`config.mk`:
```
export PLATFORM = sky130hd
export DESIGN_NAME = lpif_adapter
export DESIGN_NICKNAME = d
export VERILOG_FILES = /design/src/source/lpif_pkg.sv /design/src/source/lpif_adapter.sv /design/src/source/lpif_rx_deframer.sv /design/src/source/lpif_tx_framer.sv /design/src/source/lpif_lsm.sv
export VERILOG_INCLUDE_DIRS = /design/src /design/src/source
export SDC_FILE = /design/constraint.sdc
export NUM_CORES = 1
export LEC_CHECK = 0
export ABC_CLOCK_PERIOD_IN_PS = 5300
export BUFFER_PORTS_ARGS = -buffer_cell sky130_fd_sc_hd__buf_2
export CAP_MARGIN = 20
export CORE_UTILIZATION = 50
export DETAILED_ROUTE_END_ITERATION = 12
export PLACE_DENSITY_LB_ADDON = 0.12
export SLEW_MARGIN = 20
export SYNTH_ARGS = -nofsm -noshare
export SYNTH_HDL_FRONTEND = slang
export SYNTH_SLANG_ARGS = --single-unit
```
`constraint.sdc`:
```
create_clock -name lclk -period 5.3 [get_ports lclk]
set_input_delay 0.53 -clock lclk [delete_from_list [all_inputs] [get_ports lclk]]
set_output_delay 0.53 -clock lclk [all_outputs]
set_load 0.1 [all_outputs]
```
`src/source/lpif_macros.svh`:
```
`ifndef LPIF_MACROS_SVH
`define LPIF_MACROS_SVH

// Flit size on the LPIF side
`define LPIF_DATA_BYTES 8
`define LPIF_DATA_BITS (`LPIF_DATA_BYTES * 8)

// AIB lane layout
`define AIB_LANES 2
`define AIB_BITS_PER_LANE 40

// One bit of every lane word carries parity, the rest is payload
`define AIB_PAYLOAD_BITS (`AIB_BITS_PER_LANE - 1)

// Payload bits across all lanes of one frame
`define FRAME_PAYLOAD_BITS (`AIB_LANES * `AIB_PAYLOAD_BITS)

`endif
```
`src/source/lpif_pkg.sv`:
```
`include "lpif_macros.svh"

package lpif_pkg;

  ////////////////////////////////////////////////////////////////////////////
  // Encodings

  // LPIF state request / status codes
  typedef enum logic [3:0] {
    NOP     = 4'b0000,
    ACTIVE  = 4'b0001,
    IDLE_L1 = 4'b0100,
    RESET   = 4'b1001,
    RETRAIN = 4'b1011
  } lpif_state_e;

  typedef enum logic [2:0] {
    MEM_CACHE = 3'b001,
    IO        = 3'b010,
    ARB_MUX   = 3'b100
  } lpif_stream_e;

  // STALL sits between ACTIVE and a low-power or retrain state
  typedef enum logic [2:0] {
    LSM_RESET,
    LSM_ACTIVE,
    LSM_STALL,
    LSM_IDLE_L1,
    LSM_RETRAIN
  } lsm_state_e;

  ////////////////////////////////////////////////////////////////////////////
  // Flit and frame layout

  typedef struct packed {
    logic [`LPIF_DATA_BITS-1:0]  data;
    logic [`LPIF_DATA_BYTES-1:0] valid;   // Byte enables
    lpif_stream_e                stream;
  } lpif_flit_t;

  // Frame payload before it is split over the lanes
  typedef struct packed {
    logic [`FRAME_PAYLOAD_BITS-$bits(lpif_flit_t)-2:0] rsvd;  // Always zero
    lpif_flit_t                                        flit;
    logic                                              flit_vld;
  } lane_payload_t;

  typedef struct packed {
    logic                         parity;  // Even parity over payload
    logic [`AIB_PAYLOAD_BITS-1:0] payload;
  } lane_word_t;

  typedef struct packed {
    lane_word_t [`AIB_LANES-1:0] lanes;  // Lane 0 holds the low payload bits
  } lane_frame_t;

  // Parity bit that makes the whole lane word even
  function automatic logic even_parity(input logic [`AIB_PAYLOAD_BITS-1:0] bits);
    return ^bits;
  endfunction

endpackage

```
`src/source/lpif_adapter.sv`:
```
`timescale 1ns/100ps

module lpif_adapter (
  input  logic                  lclk,
  input  logic                  arst_n,

  // LPIF transmit
  input  logic                  lp_irdy,
  input  lpif_pkg::lpif_flit_t  lp_flit,
  output logic                  pl_trdy,

  // LPIF receive
  output logic                  pl_valid,
  output lpif_pkg::lpif_flit_t  pl_flit,
  output logic                  pl_error,

  // LPIF state
  input  lpif_pkg::lpif_state_e lp_state_req,
  output lpif_pkg::lpif_state_e pl_state_sts,
  output logic                  pl_stallreq,
  input  logic                  lp_stallack,
  output logic                  pl_lnk_up,
  output logic                  pl_phyinl1,

  // AIB side
  input  logic                  fs_mac_rdy,
  input  logic                  lpbk_en,
  input  lpif_pkg::lane_frame_t dout,
  output lpif_pkg::lane_frame_t data_in_f
);

  ////////////////////////////////////////////////////////////////////////////
  // Link state machine

  lpif_lsm lpif_lsm_i (
    .lclk         (lclk),
    .arst_n       (arst_n),
    .lp_state_req (lp_state_req),
    .pl_state_sts (pl_state_sts),
    .pl_stallreq  (pl_stallreq),
    .lp_stallack  (lp_stallack),
    .fs_mac_rdy   (fs_mac_rdy),
    .pl_trdy      (pl_trdy),
    .pl_lnk_up    (pl_lnk_up),
    .pl_phyinl1   (pl_phyinl1)
  );

  ////////////////////////////////////////////////////////////////////////////
  // Datapath

  lpif_tx_framer lpif_tx_framer_i (
    .lclk      (lclk),
    .arst_n    (arst_n),
    .tx_enable (pl_trdy),  // Same net the link layer sees
    .lp_irdy   (lp_irdy),
    .lp_flit   (lp_flit),
    .data_in_f (data_in_f)
  );

  lpif_rx_deframer lpif_rx_deframer_i (
    .lclk      (lclk),
    .arst_n    (arst_n),
    .lpbk_en   (lpbk_en),
    .data_in_f (data_in_f),
    .dout      (dout),
    .pl_valid  (pl_valid),
    .pl_flit   (pl_flit),
    .pl_error  (pl_error)
  );

endmodule

```
`src/source/lpif_rx_deframer.sv`:
```
`timescale 1ns/100ps
`include "lpif_macros.svh"

module lpif_rx_deframer (
  input  logic                  lclk,
  input  logic                  arst_n,

  input  logic                  lpbk_en,
  input  lpif_pkg::lane_frame_t data_in_f,  // Our own transmit frame
  input  lpif_pkg::lane_frame_t dout,       // From AIB

  output logic                  pl_valid,
  output lpif_pkg::lpif_flit_t  pl_flit,
  output logic                  pl_error
);

  lpif_pkg::lane_frame_t          rx_frame;
  logic [`FRAME_PAYLOAD_BITS-1:0] payload_bits;
  lpif_pkg::lane_payload_t        payload;
  logic [`AIB_LANES-1:0]          lane_err;
  logic                           par_err;

  ////////////////////////////////////////////////////////////////////////////
  // Source select and parity check

  // Loopback turns the transmit frame straight around
  assign rx_frame = lpbk_en ? data_in_f : dout;

  always_comb
  begin
    for (int i = 0; i < `AIB_LANES; i++)
    begin
      payload_bits[i*`AIB_PAYLOAD_BITS +: `AIB_PAYLOAD_BITS] = rx_frame.lanes[i].payload;
      lane_err[i] =
        rx_frame.lanes[i].parity != lpif_pkg::even_parity(rx_frame.lanes[i].payload);
    end
  end

  assign payload = payload_bits;
  assign par_err = |lane_err;  // Any bad lane kills the whole flit

  ////////////////////////////////////////////////////////////////////////////
  // Registered outputs

  always_ff @(posedge lclk or negedge arst_n)
  begin
    if (!arst_n)
    begin
      pl_valid <= 1'b0;
      pl_error <= 1'b0;
    end
    else
    begin
      pl_error <= par_err;
      pl_valid <= payload.flit_vld & ~par_err;
    end
  end

  // Data only, qualified by pl_valid
  always_ff @(posedge lclk)
  begin
    if (payload.flit_vld && !par_err)
      pl_flit <= payload.flit;
  end

endmodule

```
`src/source/lpif_tx_framer.sv`:
```
`timescale 1ns/100ps
`include "lpif_macros.svh"

module lpif_tx_framer (
  input  logic                  lclk,
  input  logic                  arst_n,

  input  logic                  tx_enable,  // pl_trdy from the LSM
  input  logic                  lp_irdy,
  input  lpif_pkg::lpif_flit_t  lp_flit,

  output lpif_pkg::lane_frame_t data_in_f   // To AIB
);

  logic                           accept;
  logic                           acc_q;     // Flit taken at the last edge
  lpif_pkg::lpif_flit_t           flit_q;
  lpif_pkg::lane_payload_t        payload;
  logic [`FRAME_PAYLOAD_BITS-1:0] payload_bits;
  lpif_pkg::lane_frame_t          frame_nxt;

  assign accept = tx_enable & lp_irdy;

  // Input stage holding the accepted flit
  always_ff @(posedge lclk or negedge arst_n)
  begin
    if (!arst_n)
    begin
      acc_q  <= 1'b0;
      flit_q <= '0;
    end
    else
    begin
      acc_q  <= accept;
      flit_q <= lp_flit;
    end
  end

  ////////////////////////////////////////////////////////////////////////////
  // Payload build

  always_comb
  begin
    payload = '0;  // Idle frame unless a flit is taken
    if (acc_q)
    begin
      payload.flit_vld = 1'b1;
      payload.flit     = flit_q;
    end
  end

  assign payload_bits = payload;

  // Split over lanes and add parity
  always_comb
  begin
    for (int i = 0; i < `AIB_LANES; i++)
    begin
      frame_nxt.lanes[i].payload =
        payload_bits[i*`AIB_PAYLOAD_BITS +: `AIB_PAYLOAD_BITS];
      frame_nxt.lanes[i].parity  =
        lpif_pkg::even_parity(payload_bits[i*`AIB_PAYLOAD_BITS +: `AIB_PAYLOAD_BITS]);
    end
  end

  ////////////////////////////////////////////////////////////////////////////
  // Output register

  // All zeros is itself a valid idle frame
  always_ff @(posedge lclk or negedge arst_n)
  begin
    if (!arst_n)
      data_in_f <= '0;
    else
      data_in_f <= frame_nxt;
  end

endmodule

```
`src/source/lpif_lsm.sv`:
```
`timescale 1ns/100ps

module lpif_lsm (
  input  logic                  lclk,
  input  logic                  arst_n,

  // Link layer state interface
  input  lpif_pkg::lpif_state_e lp_state_req,
  output lpif_pkg::lpif_state_e pl_state_sts,

  // Stall handshake
  output logic                  pl_stallreq,
  input  logic                  lp_stallack,

  // Far side readiness
  input  logic                  fs_mac_rdy,

  output logic                  pl_trdy,     // Transmit enable
  output logic                  pl_lnk_up,
  output logic                  pl_phyinl1
);

  lpif_pkg::lsm_state_e state;
  lpif_pkg::lsm_state_e state_nxt;
  lpif_pkg::lsm_state_e stall_target;  // Where to go once the stall is acked
  lpif_pkg::lsm_state_e target_nxt;

  ////////////////////////////////////////////////////////////////////////////
  // Next state

  always_comb
  begin
    state_nxt  = state;
    target_nxt = stall_target;

    if (!fs_mac_rdy)
      state_nxt = lpif_pkg::LSM_RESET;  // Link loss wins from any state
    else
    begin
      case (state)
        lpif_pkg::LSM_RESET:
        begin
          if (lp_state_req == lpif_pkg::ACTIVE)
            state_nxt = lpif_pkg::LSM_ACTIVE;
        end

        lpif_pkg::LSM_ACTIVE:
        begin
          // Leaving ACTIVE always goes through the stall exchange
          if (lp_state_req == lpif_pkg::IDLE_L1)
          begin
            state_nxt  = lpif_pkg::LSM_STALL;
            target_nxt = lpif_pkg::LSM_IDLE_L1;
          end
          else if (lp_state_req == lpif_pkg::RETRAIN)
          begin
            state_nxt  = lpif_pkg::LSM_STALL;
            target_nxt = lpif_pkg::LSM_RETRAIN;
          end
        end

        lpif_pkg::LSM_STALL:
        begin
          if (lp_stallack)
            state_nxt = stall_target;
        end

        lpif_pkg::LSM_IDLE_L1,
        lpif_pkg::LSM_RETRAIN:
        begin
          // Wait for the ack to drop, closing the four-phase exchange
          if (lp_state_req == lpif_pkg::ACTIVE && !lp_stallack)
            state_nxt = lpif_pkg::LSM_ACTIVE;
        end

        default:
          state_nxt = lpif_pkg::LSM_RESET;
      endcase
    end
  end

  always_ff @(posedge lclk or negedge arst_n)
  begin
    if (!arst_n)
    begin
      state        <= lpif_pkg::LSM_RESET;
      stall_target <= lpif_pkg::LSM_IDLE_L1;
    end
    else
    begin
      state        <= state_nxt;
      stall_target <= target_nxt;
    end
  end

  ////////////////////////////////////////////////////////////////////////////
  // Outputs decoded straight from the state register

  assign pl_trdy     = (state == lpif_pkg::LSM_ACTIVE);
  assign pl_lnk_up   = (state == lpif_pkg::LSM_ACTIVE);
  assign pl_stallreq = (state == lpif_pkg::LSM_STALL);
  assign pl_phyinl1  = (state == lpif_pkg::LSM_IDLE_L1);

  always_comb
  begin
    case (state)
      lpif_pkg::LSM_ACTIVE,
      lpif_pkg::LSM_STALL:   pl_state_sts = lpif_pkg::ACTIVE;  // Still active to the link layer
      lpif_pkg::LSM_IDLE_L1: pl_state_sts = lpif_pkg::IDLE_L1;
      lpif_pkg::LSM_RETRAIN: pl_state_sts = lpif_pkg::RETRAIN;
      default:               pl_state_sts = lpif_pkg::RESET;
    endcase
  end

endmodule

```
# Yosys cells after proc, flatten, opt, wreduce, memory -nomap -nowiden
# Index checks and enable logic that the tools add are counted.
dict set report word_totals {
  out_inout_bits 165
  inputBits 165
  register_bits 237
}
dict set report op_classes {
  bitwise_logic 3
  n_mux 12
  n_reduce_logical 15
  eq_ne 13
}
# op count
set op_table {}
lappend op_table {{39-bit XOR reduction} 4}
lappend op_table {{80-bit two-way mux} 1}
lappend op_table {{76-bit two-way mux} 1}
lappend op_table {{3-bit two-way mux} 8}
lappend op_table {{3-bit one-hot mux with 4 select lines} 1}
lappend op_table {{4-bit one-hot mux with 3 select lines} 1}
lappend op_table {{3-bit by 2-bit == test with 1-bit output, second input constant} 2}
lappend op_table {{3-bit by 2-bit inequality test with 1-bit output, second input constant} 2}
lappend op_table {{2-bit OR reduction} 3}
lappend op_table {{4-bit by 1-bit == test with 1-bit output, second input constant} 1}
lappend op_table {{4-bit by 3-bit == test with 1-bit output, second input constant} 1}
lappend op_table {{4-bit == test, second input constant} 1}
lappend op_table {{4-bit inequality test, second input constant} 1}
lappend op_table {{4-bit AND reduction} 1}
lappend op_table {{3-bit by 1-bit == test with 1-bit output, second input constant} 1}
lappend op_table {{3-bit == test, second input constant} 1}
lappend op_table {{3-bit logical NOT} 1}
lappend op_table {{3-bit inequality test, second input constant} 1}
lappend op_table {{3-bit AND reduction} 1}
lappend op_table {{1-bit AND} 2}
lappend op_table {{1-bit logical AND} 2}
lappend op_table {{1-bit logical NOT} 2}
lappend op_table {{1-bit inequality test} 2}
lappend op_table {{2-bit nonzero test} 1}
lappend op_table {{1-bit NOT} 1}

# Longest topological paths before layout
# Gate-level depths: netlist of the first run.
dict set report logic_depth {
  word_depth 6
  ltp_mapped 9
  ltp_nobuf 7
}

# By module
# From an unflattened synthesis of the first run, not the netlist that was laid out.
dict set report unflattened {
  cells_unflattened 677
  hier_area_um2 10099.7
}
# mod area_each_um2 cells_per_inst n_inst
set by_module_without_submodules {}
lappend by_module_without_submodules {lpif_tx_framer 5042.3 314 1}
lappend by_module_without_submodules {lpif_rx_deframer 4657.0 316 1}
lappend by_module_without_submodules {lpif_lsm 400.4 47 1}

# Worst setup path after synthesis of the first run
# OpenSTA, ideal clock, no wires.
dict set report synth_path {
  path_kind {register -> register}
  start {register, netlist name lpif_tx_framer_i.data_in_f[58]}
  end {register, netlist name lpif_rx_deframer_i.pl_flit[0]}
  stages_incl_launch_ff 6
  t_required_ps 4858
  arrival_ps 4056
  setup_ps 442
  slack_ps 802
  cell_sequence {dfrtp_1 -> mux2_2 -> xnor3_1 -> xnor3_1 -> xnor3_1 -> and3_1}
}

==> reports/qor.yml, run 1 <==
fp.dieArea_um2: 20660
nets: 1184
synth_largest_area_cell: "dfrtp_1"
drc: 0
tns_ns: 0
drv_slew: 0
htree_num_levels: 1
wl_per_cell_um: 17.66
syn-cell-area_um2: 10040
peakVddDrop_mv: 0.2977
clock-sinks: 236
initial_utilization: 0.5127
synth.distinct_cells: 37
start_kind: "input port"
status: "finished, final reports clean"
cts_tree: "yes"
grt_overflow_total: 0
slew_headroom: 0.4832
dr.first_iter.drc_count: 238
synthTopCellsByArea: "dfrtp_1 (40%), edfxtp_1 (22%), xnor2_1 (9.1%)"
cp-startpoint: "lpbk_en"
track_usage: 0.2206
grt_pass1_vias: 6049
fp.dieH_um: 143.7
worstSkewPairLatency_ns: 0.51
dieWidth_um: 143.7
hold_class: "in -> reg"
power.density_nw_per_um2: 565.9
synth_top_cells_by_count: "dfrtp_1 (160), xnor2_1 (104), and2_1 (79)"
setup_violations: 0
crit_path_end_kind: "flop"
netlist.area_leader.share: 0.3986
cts_buffer_depth: 3
syn_inst: 680
coreArea_um2: 19590
io_pins: 330
rr_startpoint: "lpif_tx_framer_i.data_in_f[24]"
ys_async_sr_fraction: 0.6822
grt_pass1_wl_um: 33580
num_vias: 6232
multi_input_area_um2: 3606
cp_data_required_time_ns: 5.51
fmax_mhz: 291.8
fin_crit_ns: 3.427
gp_congestion: 0.8549
wirelength_um: 23030
hold_viol: 0
avgSynthCellArea_um2: 14.77
max_slew.worst_pin.slew_ns: 0.7753
worstHoldStart: "lp_flit[20]"
yosysSeqAreaShare: 0.6254
fillCellCount: 1519
dp_hpwl_um: 17020
seq_area_um2: 6286
rows: 51
first_pass_iters: 4
syn_to_final_growth_pct: 27.35
critPathKind: "in -> reg"
arrival_ns: 3.64
power.leakage_nw: 6.298
synth_most_common_cell: "dfrtp_1"
synth_seq_cells: 236
rsz0062_at_grt: "false"
finalCritPeriodShare: 0.6466
grt_max_degree: 79
cts_post_setup_buffers_inserted: 0
drive_gt1_frac: 0.4368
worstPathMaxFanout: 52
vias_per_cell: 4.779
synth_edf_count: 75
cts-buffers-inserted: 24
clkTransAtPathRegs_ns: 0.06
cap_violations: 0
ys_warn_count: 0
fin_worst_skew_ns: 0.01014
synthFlopType: "dfrtp_1"
fin_hold_ws_ns: 0.1177
antenna_left: 0
port_buffers: 327
root_buffer: "clkbuf_16"
antenna_found_initial: 3
## worst paths after layout
| path | end | slack (ns) | depth (start not counted) |
|---|---|---|---|
| setup / recovery | lpif_rx_deframer_i.pl_flit[7] | 1.87 | 8 |
| hold / removal | lpif_tx_framer_i.flit_q[20] | 0.12 | 1 |
| setup reg to reg | lpif_rx_deframer_i.pl_flit[7] | 2.18 | 8 |
| hold reg to reg | lpif_lsm_i.stall_target[1] | 0.49 | 2 |
| max in group asynchronous | lpif_tx_framer_i.data_in_f[54] | 3.66 | 3 |
| min in group asynchronous | lpif_tx_framer_i.flit_q[25] | 0.49 | 2 |
## per-stage QoR
step / setup slack (ns) / area [um2] / total power, mW / instances / util
after floorplan: 0.8018 / 10050 / 5.017 / 681 / -
after global placement: 1.356 / 11950 / 5.560 / 1257 / 0.6100
after detailed placement: 1.289 / 11950 / 5.569 / 1257 / 0.6100
after CTS: 1.830 / 12780 / 7.297 / 1302 / 0.6526
after global routing: 1.741 / 12790 / 7.495 / 1303 / 0.6529
final: 1.873 / 12790 / 7.239 / 1304 / 0.6530
## per-layer routing
layer	track usage	up-vias	wire length, um
met5	0	-	22
met1	0.2968	3000	9821
met2	0.3554	225	11020
met4	0.06775	4	518
li1	-	2956	-
met3	0.05165	47	1654
## cell families (layout without fill, tap and decap cells)
kind of cell / count (synthesis) / in the layout / synth area share
AO/OA/AOI/OAI: 16 / 16 / 0.009965
XOR/XNOR: 180 / 180 / 0.1674
buffers and inverters: 27 / 383 / 0.01644
flip-flops: 236 / 236 / 0.6254
multiplexers: 104 / 104 / 0.1135
other: 1 / 4 / 0.0003733
AND/OR/NAND/NOR: 116 / 116 / 0.06689
## layout make-up
| cell class | count | area share |
|---|---|---|
| sequential | 236 | 0.4914 |
| multi-input combinational | 418 | 0.2819 |
| timing repair buffer | 336 | 0.1351 |
| clock buffer | 42 | 0.06358 |
| tap | 265 | 0.02592 |
| clock inverter | 2 | 0.0008803 |
| inverter | 3 | 0.0008803 |
| antenna | 2 | 0.0003912 |
## state kept, by name (all words and copies together) (netlist names)
name and count:
lpif_lsm_i.stall_target 2, lpif_rx_deframer_i.pl_flit 75, lpif_tx_framer_i.flit_q 75, lpif_rx_deframer_i.pl_error 1
lpif_rx_deframer_i.pl_valid 1, lpif_tx_framer_i.acc_q 1, lpif_lsm_i.state 3, lpif_tx_framer_i.data_in_f 78
## layout by cell type (no fill, tap or decap), types with 6 or more instances in the layout
cell type and n:
a21oi_1 7, and2_1 79, buf_2 325, buf_4 8, clkbuf_1 8, clkbuf_16 28
clkbuf_8 6, dfrtp_1 159, edfxtp_1 75, mux2_2 75, mux2i_1 28, nand2_1 10
nor2_1 14, xnor2_1 104, xnor3_1 6, xor2_1 68
## report_power, final
part	internal (mW)	leakage, nW	total (mW)	switching, mW
sequential	2.29	2.75	2.42	0.138
clock	1.04	0.406	1.72	0.684
combinational	0.590	3.14	3.09	2.50
## repair_timing
| action | CTS | global route |
|---|---|---|
| resized for setup | 0 | 0 |
| setup endpoints to repair | 0 | 0 |
| endpoints found under the hold margin | 42 | 0 |
| hold buffers | 1 | 0 |
## worst max-delay path: stages
cell and delay (ns):
buf_4 0.16, buf_4 0.42, mux2_2 0.40, xnor3_1 0.40
xnor3_1 0.41, xnor3_1 0.32, and3_4 0.69, buf_12 0.27
Note: power is estimated with default switching activity, not from simulation.
==> run 2: changes to the inputs <==
ABC_CLOCK_PERIOD_IN_PS = 3400   (was 5300)
clock period = 3.4 ns   (was 5.3 ns; I/O delays follow)
==> run 2 against run 1 <==
Sequential share of layout area decreased by 3.0 points. Critical path depth stayed put. Cell count increased by 6.1%. Setup slack worse by 1.3 ns. Design area is 6.6% higher. First-iteration DRC count decreased by 7.1%. Largest power group unchanged.
==> reports/qor.yml, run 2 (synthesis gave the netlist of run 1 again) <==
critPathKind: "reg -> reg"
dp_slack_ns: 0.2380  # -1.051 ns
rsz0062_at_grt: "false"
vias_per_cell: 4.702  # -1.6%
antenna_found_initial: 3  # unchanged
largest_reg_flops: 78  # unchanged
power_mw: 11.44  # +58%
root_buffer: "clkbuf_16"
top_register: "lpif_tx_framer_i.data_in_f"
fp.dieH_um: 143.7  # unchanged
rr_startpoint: "lpif_tx_framer_i.data_in_f[67]"
power.leakage_nw: 6.661  # +5.8%
stdcell_area_um2: 13630  # +6.6%
cap_violations: 0  # unchanged
num_vias: 6508  # +4.4%
initial_utilization: 0.5127  # unchanged
grt_overflow_total: 0  # unchanged
most-common-layout-cells: "buf_2 (325), dfrtp_1 (159), xnor2_1 (104), and2_1 (79), dlygate4sd3_1 (76)"
drc: 0  # unchanged
drive_gt1_frac: 0.4136  # -0.02323
grt_pass1_wl_um: 36360  # +8.3%
hold_class: "in -> reg"
hold_depth: 2  # +1
final_common_cell: "buf_2"
worstSkewPairLatency_ns: 0.52  # about the same
cts-buffers-inserted: 26  # +8.3%
reg2reg_to: "lpif_rx_deframer_i.pl_flit[10]"
crit_end: "lpif_rx_deframer_i.pl_flit[10]"
clock-sinks: 236  # unchanged
max_slew.worst_pin.slew_ns: 0.5977  # -0.1775 ns
track_usage: 0.2366  # +0.01604
fin_crit_ns: 2.790
clkTransAtPathRegs_ns: 0.06  # about the same
fp.dieArea_um2: 20660  # unchanged
arrival_ns: 2.97  # -0.67 ns
syn_to_final_growth_pct: 35.71
tns_ns: 0  # unchanged
first_pass_iters: 4  # unchanged
cts_buffer_depth: 3  # unchanged
reg_top3: "lpif_tx_framer_i.data_in_f (78), lpif_rx_deframer_i.pl_flit (75), lpif_tx_framer_i.flit_q (75)"
cts_post_setup_buffers_inserted: 0  # unchanged
placed_cell_area_um2: 12030  # +0.65%
fin_worst_skew_ns: 0.01482  # +0.004678 ns
grt_max_degree: 68  # -14%
rows: 51  # unchanged
fmax_mhz: 358.4
ff2ff_path_depth: 8  # unchanged
io_pins: 330  # unchanged
dp_hpwl_um: 17530  # +3.0%
seq_area_um2: 6284  # about the same
hold_viol: 0  # unchanged
cts_tree: "yes"
slew_headroom: 0.6015  # +0.1183
nets: 1263  # +6.7%
drv_slew: 0  # unchanged
peakVddDrop_mv: 0.4898  # +65%
coreArea_um2: 19590  # unchanged
crit_path_end_kind: "flop"
htree_num_levels: 1  # unchanged
setup_violations: 0  # unchanged
fillCellCount: 1431  # -5.8%
status: "finished, final reports clean"
gp_congestion: 0.8329  # -2.6%
cp-startpoint: "lpif_tx_framer_i.data_in_f[67]"
multi_input_area_um2: 3606  # unchanged
finalCritPeriodShare: 0.8207
dr.first_iter.drc_count: 221  # -7.1%
wirelength_um: 24450  # +6.1%
start_kind: "flop"
worst_slack_ns: 0.6096  # -1.263 ns
regToRegSetupSlack_ns: 0.61  # -1.57 ns
worstPathMaxFanout: 52  # unchanged
power.density_nw_per_um2: 839.3  # +48%
antenna_left: 0  # unchanged
grt_pass1_vias: 6681  # +10%
dieWidth_um: 143.7  # unchanged
cp_data_required_time_ns: 3.58  # -1.93 ns
port_buffers: 327  # unchanged
wl_per_cell_um: 17.66  # about the same
[run 2: cell count changes in the layout (fill, tap and decap cells not counted), moves of 3 or more]
cell / delta
dlygate4sd3_1: +75
clkinv_2: +8
buf_12: +5
clkbuf_1: -5
buf_4: -3
[run 2: repair_timing]
action                                 4_1_cts  5_1_grt
hold buffers                                76        0
gates resized for setup                      0        0
endpoints found under the hold margin      132        0
setup endpoints to repair                    0        0
[run 2: worst min-delay path by stage]
stage	start	to	slack (ns)
after floorplan	arst_n	lpif_lsm_i.stall_target[2]	0.04
after global placement	arst_n	lpif_tx_framer_i.flit_q[51]	0.34
after detailed placement	arst_n	lpif_tx_framer_i.flit_q[51]	0.34
after CTS	lp_state_req[0]	lpif_lsm_i.stall_target[1]	0.02
after global routing	lp_state_req[0]	lpif_lsm_i.stall_target[1]	0.04
final	lp_irdy	lpif_tx_framer_i.acc_q	0.06
[run 2: final cells by class]
type                       instances  share of cell area
clock inverter                    11            0.004222
tap                              265             0.02432
sequential                       236              0.4609
antenna                            2           0.0003671
multi-input combinational        418              0.2645
inverter                           3           0.0008261
timing repair buffer             413              0.1875
clock buffer                      36             0.05727
[run 2: metal layers]
layer / part of all wire / track usage
met5: 0.00041 / 0
met3: 0.059 / 0.04932
met1: 0.43 / 0.3092
met2: 0.49 / 0.3942
met4: 0.025 / 0.07783
[run 2: per-stage QoR]
stage | util | std cells | hold WS [ns]
global route | 0.6959 | 1384 | 0.03573
floorplan | - | 681 | 0.04441
detailed placement | 0.6140 | 1259 | 0.3358
finish | 0.6959 | 1384 | 0.05533
global placement | 0.6130 | 1258 | 0.3360
CTS | 0.6956 | 1382 | 0.02285
[run 2: worst max-delay path, stage by stage, from the launching register on]
cell	delay, ns
dfrtp_1	0.40
xor2_1	0.17
mux2i_1	0.34
xnor2_1	0.20
xnor2_1	0.17
xnor3_1	0.35
xnor3_1	0.27
and3_4	0.23
buf_12	0.28
[run 2: where the power goes]
part	switching [mW]	internal (mW)
Clock	1.09	1.60
Combinational	3.97	1.02
Sequential	0.202	3.56
